--- src/verilog/rv_core_defs.svh ---
`ifndef RV_CORE_DEFS_SVH
`define RV_CORE_DEFS_SVH

`define RV_XLEN         32
`define RV_REG_BITS     5
`define RV_RESET_PC     32'h0000_0000
// addi x0, x0, 0
`define RV_NOP          32'h0000_0013
`define RV_DSIZE_WORD   2'b10

// major opcodes
`define RV_OP_LUI       7'b0110111
`define RV_OP_IMM       7'b0010011
`define RV_OP_REG       7'b0110011
`define RV_OP_LOAD      7'b0000011
`define RV_OP_STORE     7'b0100011
`define RV_OP_BRANCH    7'b1100011
`define RV_OP_JAL       7'b1101111

// funct3 codes
`define RV_F3_ADD       3'b000
`define RV_F3_SLT       3'b010
`define RV_F3_XOR       3'b100
`define RV_F3_OR        3'b110
`define RV_F3_AND       3'b111
`define RV_F3_WORD      3'b010
`define RV_F3_BEQ       3'b000
`define RV_F3_BNE       3'b001

// funct7 codes
`define RV_F7_BASE      7'b0000000
`define RV_F7_SUB       7'b0100000

// alu operation encodings
`define RV_ALU_ADD      3'd0
`define RV_ALU_SUB      3'd1
`define RV_ALU_AND      3'd2
`define RV_ALU_OR       3'd3
`define RV_ALU_XOR      3'd4
`define RV_ALU_SLT      3'd5
`define RV_ALU_PASS_B   3'd6

`endif

--- src/verilog/rv_core_pkg.sv ---
`default_nettype none

`include "rv_core_defs.svh"

package rv_core_pkg;

    typedef enum logic [2:0] {
        ALU_ADD    = `RV_ALU_ADD,
        ALU_SUB    = `RV_ALU_SUB,
        ALU_AND    = `RV_ALU_AND,
        ALU_OR     = `RV_ALU_OR,
        ALU_XOR    = `RV_ALU_XOR,
        ALU_SLT    = `RV_ALU_SLT,
        ALU_PASS_B = `RV_ALU_PASS_B
    } alu_op_t;

    // write-back source
    typedef enum logic [1:0] {
        WB_ALU = 2'd0,
        WB_MEM = 2'd1,
        WB_PC4 = 2'd2
    } wb_sel_t;

    typedef struct packed {
        logic [`RV_XLEN-1:0]     pc;
        logic [`RV_XLEN-1:0]     pc_plus4;
        logic [`RV_XLEN-1:0]     rs1_val;
        logic [`RV_XLEN-1:0]     rs2_val;
        logic [`RV_XLEN-1:0]     imm;
        logic [`RV_REG_BITS-1:0] rd;
        logic                    reg_write;
        alu_op_t                 alu_op;
        logic                    alu_src_imm;
        wb_sel_t                 wb_sel;
        logic                    load;
        logic                    store;
        logic                    beq;
        logic                    bne;
        logic                    jump;
        logic                    valid;
    } id_ex_t;

    typedef struct packed {
        logic [`RV_XLEN-1:0]     alu_result;
        logic [`RV_XLEN-1:0]     store_data;
        logic [`RV_XLEN-1:0]     branch_target;
        logic [`RV_XLEN-1:0]     pc_plus4;
        logic [`RV_REG_BITS-1:0] rd;
        logic                    reg_write;
        wb_sel_t                 wb_sel;
        logic                    load;
        logic                    store;
        logic                    take_branch;
        logic                    valid;
    } ex_mem_t;

    typedef struct packed {
        logic [`RV_XLEN-1:0]     alu_result;
        logic [`RV_XLEN-1:0]     load_data;
        logic [`RV_XLEN-1:0]     pc_plus4;
        logic [`RV_REG_BITS-1:0] rd;
        logic                    reg_write;
        wb_sel_t                 wb_sel;
        logic                    valid;
    } mem_wb_t;

endpackage

`default_nettype wire
--- src/verilog/execute.sv ---
`timescale 1ns/1ps
`default_nettype none

`include "rv_core_defs.svh"

module execute import rv_core_pkg::*; (
    input  logic    clk,
    input  logic    rst,
    input  logic    stall,
    input  logic    flush_front,
    input  id_ex_t  id_ex,
    output ex_mem_t ex_mem
);

    logic [`RV_XLEN-1:0] op_b;
    logic [`RV_XLEN-1:0] alu_y;
    logic                equal;
    ex_mem_t             result;

    assign op_b  = id_ex.alu_src_imm ? id_ex.imm : id_ex.rs2_val;
    assign equal = (id_ex.rs1_val == id_ex.rs2_val);

    always_comb begin
        case (id_ex.alu_op)
            ALU_ADD: alu_y = id_ex.rs1_val + op_b;
            ALU_SUB: alu_y = id_ex.rs1_val - op_b;
            ALU_AND: alu_y = id_ex.rs1_val & op_b;
            ALU_OR:  alu_y = id_ex.rs1_val | op_b;
            ALU_XOR: alu_y = id_ex.rs1_val ^ op_b;
            ALU_SLT: alu_y = {{(`RV_XLEN-1){1'b0}}, $signed(id_ex.rs1_val) < $signed(op_b)};
            default: alu_y = op_b;
        endcase
    end

    always_comb begin
        result.alu_result    = alu_y;
        result.store_data    = id_ex.rs2_val;
        result.branch_target = id_ex.pc + id_ex.imm;
        result.pc_plus4      = id_ex.pc_plus4;
        result.rd            = id_ex.rd;
        result.reg_write     = id_ex.reg_write;
        result.wb_sel        = id_ex.wb_sel;
        result.load          = id_ex.load;
        result.store         = id_ex.store;
        result.take_branch   = id_ex.jump || (id_ex.beq && equal) || (id_ex.bne && !equal);
        // younger than a redirecting branch in MEM
        result.valid         = id_ex.valid && !flush_front;
    end

    // EX/MEM register
    always_ff @(posedge clk) begin
        if (!rst) begin
            ex_mem.valid <= 1'b0;
        end else if (!stall) begin
            ex_mem <= result;
        end
    end

endmodule

`default_nettype wire

--- config.mk ---
export PLATFORM = sky130hd
export DESIGN_NAME = execute
export DESIGN_NICKNAME = d
export VERILOG_FILES = /design/src/verilog/rv_core_pkg.sv /design/src/verilog/execute.sv
export VERILOG_INCLUDE_DIRS = /design/src /design/src/verilog
export SDC_FILE = /design/constraint.sdc
export NUM_CORES = 1
export LEC_CHECK = 0
export BUFFER_PORTS_ARGS = -buffer_cell sky130_fd_sc_hd__buf_4
export CAP_MARGIN = 15
export CORE_UTILIZATION = 40
export DETAILED_ROUTE_END_ITERATION = 16
export GPL_TIMING_DRIVEN = 1
export PLACE_DENSITY = 0.69
export SETUP_SLACK_MARGIN = 0.5
export SYNTH_ARGS = -nofsm -noshare
export SYNTH_HDL_FRONTEND = slang
export SYNTH_SLANG_ARGS = --single-unit
--- constraint.sdc ---
create_clock -name clk -period 12.6 [get_ports clk]
set_clock_uncertainty 0.1 [all_clocks]
set_input_delay 2.52 -clock clk [delete_from_list [all_inputs] [get_ports clk]]
set_output_delay 2.52 -clock clk [all_outputs]
set_load 0.01 [all_outputs]
==> results of run 1 <==
-- critical path, delay by kind of cell --
family	cells	cell delay (ns)
buf+inv	1	0.44
mux	1	0.58
compound gates	7	1.60
fa+ha+maj	1	0.46
xor+xnor	1	0.15
simple gates	2	0.52
-- cell families after synthesis --
family / Yosys count
DFF: 140
adders and majority gates: 141
buffers and inverters: 170
muxes: 41
AOI/OAI and AO/OA: 437
and+or+nand+nor: 279
xor gates and xnor gates: 76
-- layout make-up --
type / count / area share
Inverter: 110 / 0.02698
Multi-Input combinational cell: 974 / 0.4676
Clock buffer: 17 / 0.02779
Timing Repair Buffer: 328 / 0.1609
Antenna cell: 6 / 0.0009810
Clock inverter: 15 / 0.009891
Sequential cell: 140 / 0.2740
Tap cell: 390 / 0.03188
-- Yosys cell counts, drive strengths merged, types with 11 or more instances --
library cell | number | share of area
buf | 22 | 0.0099
a22oi | 22 | 0.014
nor3 | 22 | 0.0096
nor2b | 13 | 0.0068
nand4 | 15 | 0.0078
o21a | 20 | 0.012
a21o | 27 | 0.017
o22ai | 18 | 0.0094
nand2 | 70 | 0.022
a21oi | 137 | 0.059
xor2 | 11 | 0.0080
nand3 | 16 | 0.0067
edfxtp | 139 | 0.35
a211oi | 23 | 0.014
inv | 110 | 0.034
mux2 | 17 | 0.016
xnor2 | 65 | 0.047
mux2i | 24 | 0.020
ha | 138 | 0.14
nor2 | 96 | 0.030
clkbuf | 38 | 0.012
nand2b | 11 | 0.0057
o21ai | 78 | 0.032
o31ai | 13 | 0.011
o21bai | 18 | 0.011
-- worst paths after layout --
| path | start | end | slack [ns] | cells after the start |
|---|---|---|---|---|
| setup reg to reg | ex_mem[0]$_SDFFE_PN0N_ | ex_mem[0]$_SDFFE_PN0N_ | 11.89 | 2 |
| hold / removal | ex_mem[0]$_SDFFE_PN0N_ | ex_mem[0]$_SDFFE_PN0N_ | 0.43 | 2 |
| hold reg to reg | ex_mem[0]$_SDFFE_PN0N_ | ex_mem[0]$_SDFFE_PN0N_ | 0.43 | 2 |
| setup / recovery | id_ex[8] | ex_mem[128]$_DFFE_PP_ | 6.37 | 13 |
-- metal layers --
metal  up-vias  global-route usage  share of wire
li1       5316                   -              -
met1      5313              0.3600           0.42
met2       503              0.4350           0.46
met3        81             0.04654          0.072
met4         0              0.1239          0.039
met5         -                   0              0
-- per-stage QoR --
stage | instances | instance area [µm²] | total power [mW] | setup WS [ns]
floorplan | 1284 | 12020 | 0.9353 | 3.157
global placement | 1942 | 14710 | 1.139 | 6.009
detailed placement | 1942 | 14710 | 1.144 | 6.014
CTS | 1974 | 15290 | 1.655 | 6.470
global route | 1980 | 15310 | 1.728 | 6.122
finish | 1980 | 15310 | 1.652 | 6.369
-- report_power, final --
| part | switching (mW) | leakage, nW | internal [mW] |
|---|---|---|---|
| logic | 0.328 | 5.05 | 0.240 |
| clock network | 0.229 | 0.276 | 0.279 |
| registers | 0.0124 | 1.31 | 0.563 |
==> flow_metrics.py, run 1 <==
metrics = {
    "floorplan": {
        "ios": 322,
        "start_util": 0.4065,
        "die-height_um": 175.3,
        "rows": 63,
        "core-area_um2": 29560,
        "fp.dieW_um": 175.3,
        "die-area_um2": 30740,
    },
    "clock_network": {
        "cts_htree_levels": 4,
        "cts_tree": "done",
        "cts.path.max_buffers": 2,
        "clockRootBuffer": "clkbuf_16",
        "clkSinkCount": 140,
        "cts.clk_slew.worst_paths_ns": 0.06,
        "cts_hold_buf": 0,
        "cts-resized-gates": 0,
        "cts_made_buffers": 17,
        "post-cts-setup-buffer-count": 0,
        "insertion_delay_ns": 0.43,
    },
    "place": {
        "io_buffers": 321,
        "gp_congestion": 0.9391,
        "dpl.hpwl_mm": 33.22,
    },
    "logic_synthesis": {
        "synth_compound_area_frac": 0.2439,
        "syn_inst": 1284,
        "synthMuxAreaShare": 0.03593,
        "async_flop_share": 0,
        "synth-simple-area-share": 0.1109,
        "ys_ff_latch": 140,
        "synthAdderAreaFrac": 0.1487,
        "synth_nets": 1607,
        "synth_cell_type_count": 85,
        "yosysWarnings": 0,
        "ys.flop_type": "edfxtp_1",
        "synth_edf_count": 139,
        "ys_seq_area_frac": 0.3491,
        "syn-mean-instance-area_um2": 9.358,
        "synth_xor_area_frac": 0.05540,
        "syn_area_um2": 12020,
        "synth_top_family_by_area": "compound AO/OA/AOI/OAI gates",
    },
    "status": {
        "outcome": "completed",
    },
    "detailed_routing": {
        "drtIter0Drc": 1210,
        "route.antenna.remaining_nets": 0,
        "drc": 0,
        "finalWirelength_mm": 42.76,
        "wire_per_inst_um": 21.60,
        "vias_per_cell": 5.663,
        "first_pass_iters": 8,
        "vias": 11210,
    },
    "timing": {
        "slew_headroom": 0.2682,
        "drv_slew": 0,
        "rsz0062_at_grt": "no",
        "max_freq_mhz": 160.5,
        "setup_tns_ns": 0,
        "fin_crit_ns": 6.231,
        "hold_slack_ns": 0.4285,
        "hold_viol": 0,
        "tightest_slew_ns": 1.096,
        "timing.final.crit_share": 0.4945,
        "setup_viol": 0,
    },
    "worst_setup_path": {
        "slowest_stage": "mux2i_1",
        "required_ns": 12.68,
        "cp_max_fo": 32,
        "slowest_delay_ns": 0.58,
        "crit_chain": "buf_4 > mux2i_1 > ha_1 > nor4b_4 > a21oi_2 > a2111oi_2 > nor3_2 > o21ai_0 > a21oi_1 > xnor2_1 > a21oi_1 > o21ai_0 > a22o_1",
        "worstSetupPathType": "in2reg",
        "critical_path_arrival_ns": 6.31,
        "critPathCaptureType": "flop",
        "cp-start-kind": "primary input",
    },
    "finish": {
        "utilization": 0.5178,
        "fill_cells": 2743,
        "final_common_cell": "buf_4",
        "top_register": "ex_mem",
        "layout-drive-gt1-share": 0.2595,
        "largest_register_ffs": 140,
        "multiInputGateArea_um2": 7157,
        "final_cell_mix": "328 x buf_4, 139 x edfxtp_1, 138 x ha_1",
        "seqCellArea_um2": 4194,
        "largestRegisters": "ex_mem x140",
        "fin_nets": 1894,
        "syn_to_final_growth_pct": 27.39,
    },
    "hold_path": {
        "hp-class": "reg2reg",
    },
    "power": {
        "max-vdd-ir-drop_v": 0.00009373,
        "p_leak_nw": 6.633,
        "pwr_density_cell_nw_per_um2": 108.0,
    },
    "grt": {
        "grt.total_usage": 0.2723,
        "grt_max_degree": 94,
        "antenna_found_initial": 6,
        "grt_remaining_overflow": 0,
        "grt_pass1_wl_mm": 62.90,
        "grt_pass1_vias": 10630,
    },
    "run": {
        "maxCapViolations": 0,
    },
}
Note: power is estimated with default switching activity, not from simulation.
==> run 2, diff against run 1 <==
--- a/config.mk
+++ b/config.mk
@@ -6,12 +6,13 @@
 export SDC_FILE = /design/constraint.sdc
 export NUM_CORES = 1
 export LEC_CHECK = 0
+export ABC_AREA = 1
 export BUFFER_PORTS_ARGS = -buffer_cell sky130_fd_sc_hd__buf_4
 export CAP_MARGIN = 15
 export CORE_UTILIZATION = 40
 export DETAILED_ROUTE_END_ITERATION = 16
 export GPL_TIMING_DRIVEN = 1
-export PLACE_DENSITY = 0.69
+export PLACE_DENSITY = 0.71
 export SETUP_SLACK_MARGIN = 0.5
 export SYNTH_ARGS = -nofsm -noshare
 export SYNTH_HDL_FRONTEND = slang
==> constraint.sdc (replaced) <==
create_clock -name clk -period 5.43 [get_ports clk]
set_clock_uncertainty 0.1 [all_clocks]
set_input_delay 1.086 -clock clk [delete_from_list [all_inputs] [get_ports clk]]
set_output_delay 1.086 -clock clk [all_outputs]
set_load 0.01 [all_outputs]
==> flow_metrics.py, run 2 <==
metrics = {
    "status": {
        "outcome": "completed",
    },
    "timing": {
        "fin_crit_ns": 4.211,
        "timing.final.crit_share": 0.7755,
        "hold_slack_ns": 0.3600,
        "drv_slew": 0,
        "setup_tns_ns": 0,
        "max_freq_mhz": 237.5,
        "setup_viol": 0,
        "rsz0062_at_grt": "no",
        "hold_viol": 0,
        "slew_headroom": 0.2656,
        "tightest_slew_ns": 1.098,
    },
    "clock_network": {
        "insertion_delay_ns": 0.44,
        "cts_tree": "done",
        "post-cts-setup-buffer-count": 0,
        "clockRootBuffer": "clkbuf_16",
        "cts_made_buffers": 17,
        "clkSinkCount": 140,
        "cts_hold_buf": 0,
        "cts.path.max_buffers": 2,
        "cts.clk_slew.worst_paths_ns": 0.08,
        "cts-resized-gates": 0,
        "cts_htree_levels": 4,
    },
    "logic_synthesis": {
        "yosysWarnings": 0,
        "synthTopCellsByCount": "611 x nand2_1, 380 x inv_1, 146 x nor2_1",
        "async_flop_share": 0,
        "syn-mean-instance-area_um2": 6.872,
        "yosys.area.top_type": "edfxtp_1",
        "synth_edf_count": 139,
        "synth_most_common_cell": "nand2_1",
        "synth_top_area_share": 0.2999,
        "ys.flop_type": "edfxtp_1",
        "ys_seq_area_frac": 0.3014,
        "synth_nets": 2348,
        "ys_ff_latch": 140,
        "syn_area_um2": 13920,
        "syn_inst": 2025,
        "synth_cell_type_count": 50,
        "synth_area_leaders": "edfxtp_1 30%, nand2_1 16%, ha_1 12%",
    },
    "power": {
        "power_frac_comb": 0.373,
        "p_sw_mw": 1.535,
        "switching_share": 0.3831,
        "pwr-share-seq": 0.334,
        "max-vdd-ir-drop_v": 0.0002477,
        "pwr-share-clk": 0.293,
        "pwr_density_cell_nw_per_um2": 233.0,
        "p_leak_nw": 8.810,
        "finalPower_mw": 4.007,
        "p_int_mw": 2.472,
    },
    "finish": {
        "fill_cells": 3423,
        "layout-drive-gt1-share": 0.1764,
        "diodes": 0,
        "largest_register_ffs": 140,
        "multiInputGateArea_um2": 7958,
        "seqCellArea_um2": 4194,
        "final_common_cell": "nand2_1",
        "finalNonFillerCells": 2784,
        "largestRegisters": "ex_mem x140",
        "syn_to_final_growth_pct": 23.59,
        "fin_nets": 2647,
        "final_cell_mix": "611 x nand2_1, 380 x inv_1, 326 x buf_4",
        "top_register": "ex_mem",
    },
    "detailed_routing": {
        "vias": 14590,
        "finalWirelength_mm": 55.42,
        "drc": 0,
        "drtIter0Drc": 1246,
        "first_pass_iters": 9,
        "vias_per_cell": 5.240,
        "wire_per_inst_um": 19.91,
        "route.antenna.remaining_nets": 0,
    },
    "worst_setup_path": {
        "r2r-end": "ex_mem[0]$_SDFFE_PN0N_",
        "cp_max_fo": 64,
        "cp-start-kind": "primary input",
        "required_ns": 5.63,
        "reg2reg_from": "ex_mem[0]$_SDFFE_PN0N_",
        "critPathCaptureType": "flop",
        "worstSetupPathType": "in2reg",
        "critical_path_arrival_ns": 4.41,
        "cp-endpoint": "ex_mem[118]$_DFFE_PP_",
        "r2r_setup_slack_ns": 4.81,
        "crit_start": "id_ex[8]",
        "reg2reg_depth": 2,
    },
    "hold_path": {
        "hp-class": "reg2reg",
        "hp-start": "ex_mem[0]$_SDFFE_PN0N_",
    },
    "grt": {
        "grt_pass1_vias": 13680,
        "grt_max_degree": 79,
        "grt_pass1_wl_mm": 80.85,
        "grt.total_usage": 0.3048,
        "grt_remaining_overflow": 0,
        "antenna_found_initial": 0,
    },
    "floorplan": {
        "start_util": 0.4109,
        "rows": 67,
        "core-area_um2": 33870,
        "die-area_um2": 35540,
        "die-height_um": 188.5,
        "ios": 322,
        "fp.dieW_um": 188.5,
    },
    "place": {
        "gp_congestion": 1.029,
        "io_buffers": 321,
        "dpl.hpwl_mm": 45.53,
        "dp.cells": 2753,
    },
    "run": {
        "maxCapViolations": 0,
    },
}
-- run 2: worst max-delay path, stage by stage --
cell and delay, ns:
buf_4 0.49, o21ai_0 0.27, inv_1 0.17, ha_1 0.17, inv_1 0.13, fa_1 0.56, nand2_1 0.16, nand2_1 0.10
nand3_1 0.10, nand2_1 0.15, nand2_1 0.10, nand2_1 0.13, o21ai_0 0.46, a21oi_1 0.13, a21oi_1 0.19
-- run 2: area by class of cell --
cell class	instances	area share
multi-input cells	1449	0.4627
flip-flops and latches	140	0.2439
repair buffers	327	0.1435
inverters	389	0.08490
well taps	448	0.03259
clock buffers	17	0.02473
clock inverters	14	0.007784
-- run 2: metal layers --
metal | share of wire | GRT usage | up-vias
li1 | - | - | 7078
met1 | 0.42 | 0.3854 | 6701
met5 | 0 | 0 | -
met3 | 0.071 | 0.05103 | 115
met2 | 0.46 | 0.5035 | 694
met4 | 0.046 | 0.1458 | 0
-- run 2: worst min-delay path by stage --
stage                              to  cells after the start
2_1_floorplan  ex_mem[0]$_SDFFE_PN0N_                      2
3_3_place_gp   ex_mem[0]$_SDFFE_PN0N_                      2
3_5_place_dp   ex_mem[0]$_SDFFE_PN0N_                      2
4_1_cts        ex_mem[0]$_SDFFE_PN0N_                      2
5_1_grt        ex_mem[0]$_SDFFE_PN0N_                      2
6_report       ex_mem[0]$_SDFFE_PN0N_                      2
-- run 2: kinds of logic (layout without fill, tap and decap cells) --
logic type / count (synthesis) / in the layout / share of synthesized area
AOI/OAI and AO/OA: 257 / 257 / 0.1058
xor gates and xnor gates: 48 / 48 / 0.03021
adders and majority gates: 141 / 141 / 0.1284
buffers and inverters: 436 / 747 / 0.1273
DFF: 140 / 140 / 0.3014
and+or+nand+nor: 1003 / 1003 / 0.3069
-- run 2: power by group through the flow --
stage                     logic [mW]  registers [mW]  clock network, mW
after floorplan                0.836            1.40                  0
after global placement          1.46            1.36                  0
after detailed placement        1.47            1.36                  0
after CTS                       1.47            1.34               1.19
after global routing            1.63            1.34               1.23
final                           1.50            1.34               1.17
-- run 2: per-stage QoR --
stage | setup WS, ns | utilization | area (µm²)
after global routing | 1.024 | 0.5078 | 17200
final | 1.219 | 0.5078 | 17200
after CTS | 1.293 | 0.5078 | 17200
after global placement | 0.8876 | 0.4913 | 16640
after detailed placement | 0.8296 | 0.4913 | 16640
after floorplan | 1.728 | - | 13920
==> run 3, diff against run 2 <==
--- a/config.mk
+++ b/config.mk
@@ -6,13 +6,13 @@
 export SDC_FILE = /design/constraint.sdc
 export NUM_CORES = 1
 export LEC_CHECK = 0
-export ABC_AREA = 1
+export ABC_AREA = 0
 export BUFFER_PORTS_ARGS = -buffer_cell sky130_fd_sc_hd__buf_4
 export CAP_MARGIN = 15
 export CORE_UTILIZATION = 40
 export DETAILED_ROUTE_END_ITERATION = 16
 export GPL_TIMING_DRIVEN = 1
-export PLACE_DENSITY = 0.71
+export PLACE_DENSITY = 0.69
 export SETUP_SLACK_MARGIN = 0.5
 export SYNTH_ARGS = -nofsm -noshare
 export SYNTH_HDL_FRONTEND = slang
==> constraint.sdc (replaced) <==
create_clock -name clk -period 3.9 [get_ports clk]
set_clock_uncertainty 0.1 [all_clocks]
set_input_delay 0.78 -clock clk [delete_from_list [all_inputs] [get_ports clk]]
set_output_delay 0.78 -clock clk [all_outputs]
set_load 0.01 [all_outputs]
==> flow_metrics.py, run 3 (synthesized netlist as in run 1, its figures left out) <==
metrics = {
    "floorplan": {
        "fp.dieW_um": 175.3,
        "die-height_um": 175.3,
        "rows": 63,
        "die-area_um2": 30740,
        "ios": 322,
        "start_util": 0.4065,
        "core-area_um2": 29560,
    },
    "finish": {
        "layout-drive-gt1-share": 0.4268,
        "fin_nets": 2140,
        "final_cell_mix": "558 x buf_4, 139 x edfxtp_1, 114 x a21oi_1",
        "finalNonFillerCells": 2226,
        "syn_to_final_growth_pct": 51.36,
        "top_register": "ex_mem",
        "largestRegisters": "ex_mem x140",
        "largest_register_ffs": 140,
        "final_common_cell": "buf_4",
    },
    "timing": {
        "max_freq_mhz": 279.3,
        "slew_headroom": 0.5084,
        "fin_crit_ns": 3.580,
        "hold_viol": 0,
        "rsz0062_at_grt": "yes",
        "setup_viol": 0,
        "timing.final.crit_share": 0.9179,
        "setup_tns_ns": 0,
        "setup_slack_ns": 0.3202,
        "drv_slew": 0,
        "tightest_slew_ns": 0.7347,
    },
    "power": {
        "p_leak_nw": 7.982,
        "finalPower_mw": 6.062,
        "pwr_density_cell_nw_per_um2": 333.3,
        "max-vdd-ir-drop_v": 0.0003211,
    },
    "grt": {
        "grt_max_degree": 73,
        "antenna_found_initial": 6,
        "grt_pass1_wl_mm": 69.73,
        "grt_pass1_vias": 11970,
        "grt_remaining_overflow": 0,
        "grt.total_usage": 0.3019,
    },
    "clock_network": {
        "cts_htree_levels": 4,
        "cts_made_buffers": 17,
        "cts.clk_slew.worst_paths_ns": 0.07,
        "insertion_delay_ns": 0.43,
        "clkSinkCount": 140,
        "clockRootBuffer": "clkbuf_16",
        "cts_hold_buf": 0,
        "cts.path.max_buffers": 2,
        "cts_tree": "done",
    },
    "detailed_routing": {
        "route.antenna.remaining_nets": 0,
        "maxUsedRoutingLayer": "met4",
        "met3_length_mm": 3.670,
        "wire_per_inst_um": 21.50,
        "wirelength_met1_mm": 19.77,
        "first_pass_iters": 6,
        "vias": 12490,
        "wl_met2_mm": 22.50,
        "vias_per_cell": 5.611,
        "drc": 0,
        "finalWirelength_mm": 47.86,
        "drtIter0Drc": 1158,
    },
    "worst_setup_path": {
        "crit_chain": "buf_16 > mux2_4 > inv_4 > ha_4 > nor4b_4 > a21oi_2 > a2111oi_2 > nor3_2 > a21oi_2 > a311oi_4 > buf_4 > o31ai_4 > o22ai_1 > o221a_2",
        "required_ns": 4.00,
        "crit_buf_inv": 3,
        "path_delay_family": "compound AO/OA/AOI/OAI gates",
        "slowest_stage": "mux2_4",
        "cp-start-kind": "primary input",
        "cpMostUsedCell": "a21oi_2",
        "critPathCaptureType": "flop",
        "cp_max_fo": 6,
        "slowest_delay_ns": 0.34,
        "critical_path_arrival_ns": 3.68,
        "worstSetupPathType": "in2reg",
    },
    "place": {
        "dp_slack_ns": -0.4254,
        "dp.cells": 2164,
        "io_buffers": 321,
        "dpl.hpwl_mm": 36.73,
        "gp_congestion": 0.9775,
    },
    "run": {
        "maxCapViolations": 0,
    },
    "hold_path": {
        "hp-class": "in2reg",
    },
    "status": {
        "outcome": "completed",
    },
}
[run 3: layout make-up]
class	count	area (µm²)
Sequential cell	140	4194
Clock buffer	18	429.2
Tap cell	390	488.0
Multi-Input combinational cell	974	8016
Timing Repair Buffer	574	4437
Antenna cell	6	15.01
Fill cell	2423	11370
Inverter	110	420.4
Clock inverter	14	186.4
[run 3: worst paths after layout]
check	cells past startpoint	start	endpoint	slack, ns
max	14	id_ex[8]	ex_mem[132]$_DFFE_PP_	0.32
min	1	id_ex[114]	ex_mem[12]$_DFFE_PP_	0.41
max reg2reg	2	ex_mem[0]$_SDFFE_PN0N_	ex_mem[0]$_SDFFE_PN0N_	3.21
min reg2reg	2	ex_mem[0]$_SDFFE_PN0N_	ex_mem[0]$_SDFFE_PN0N_	0.42
[run 3: worst register-to-register path, cell delays in order, from the launching register on]
cell and delay, ns:
dfxtp_1 0.31, a21oi_1 0.12, nor2b_1 0.06
[run 3: power breakdown]
| group | leakage [nW] | internal (mW) | switching [mW] |
|---|---|---|---|
| Clock | 0.293 | 1.02 | 0.734 |
| Sequential | 1.31 | 1.82 | 0.0408 |
| Combinational | 6.38 | 1.18 | 1.27 |
| Total | 7.98 | 4.02 | 2.04 |
[run 3: timing repair]
action | 4_1_cts | 5_1_grt
setup buffers | 14 | 9
endpoints found under the setup margin | 27 | 26
pin swaps | 36 | 57
hold endpoints to repair | 0 | 0
cloned | 1 | 0
gates resized for setup | 78 | 95
[run 3: through the flow]
| stage | hold WS [ns] | cell area (µm²) | utilization |
|---|---|---|---|
| finish | 0.4128 | 18190 | 0.6152 |
| global route | 0.3990 | 18190 | 0.6152 |
| CTS | 0.3956 | 17660 | 0.5973 |
| detailed placement | 0.4152 | 16550 | 0.5599 |
| global placement | 0.4025 | 16550 | 0.5599 |
| floorplan | 0.4347 | 12230 | - |
[run 3: layer usage]
layer  vias up  GRT usage
met4         0     0.1489
met2       625     0.4911
met3       113    0.04740
met5         -          0
met1      5929     0.3901
li1       5822          -
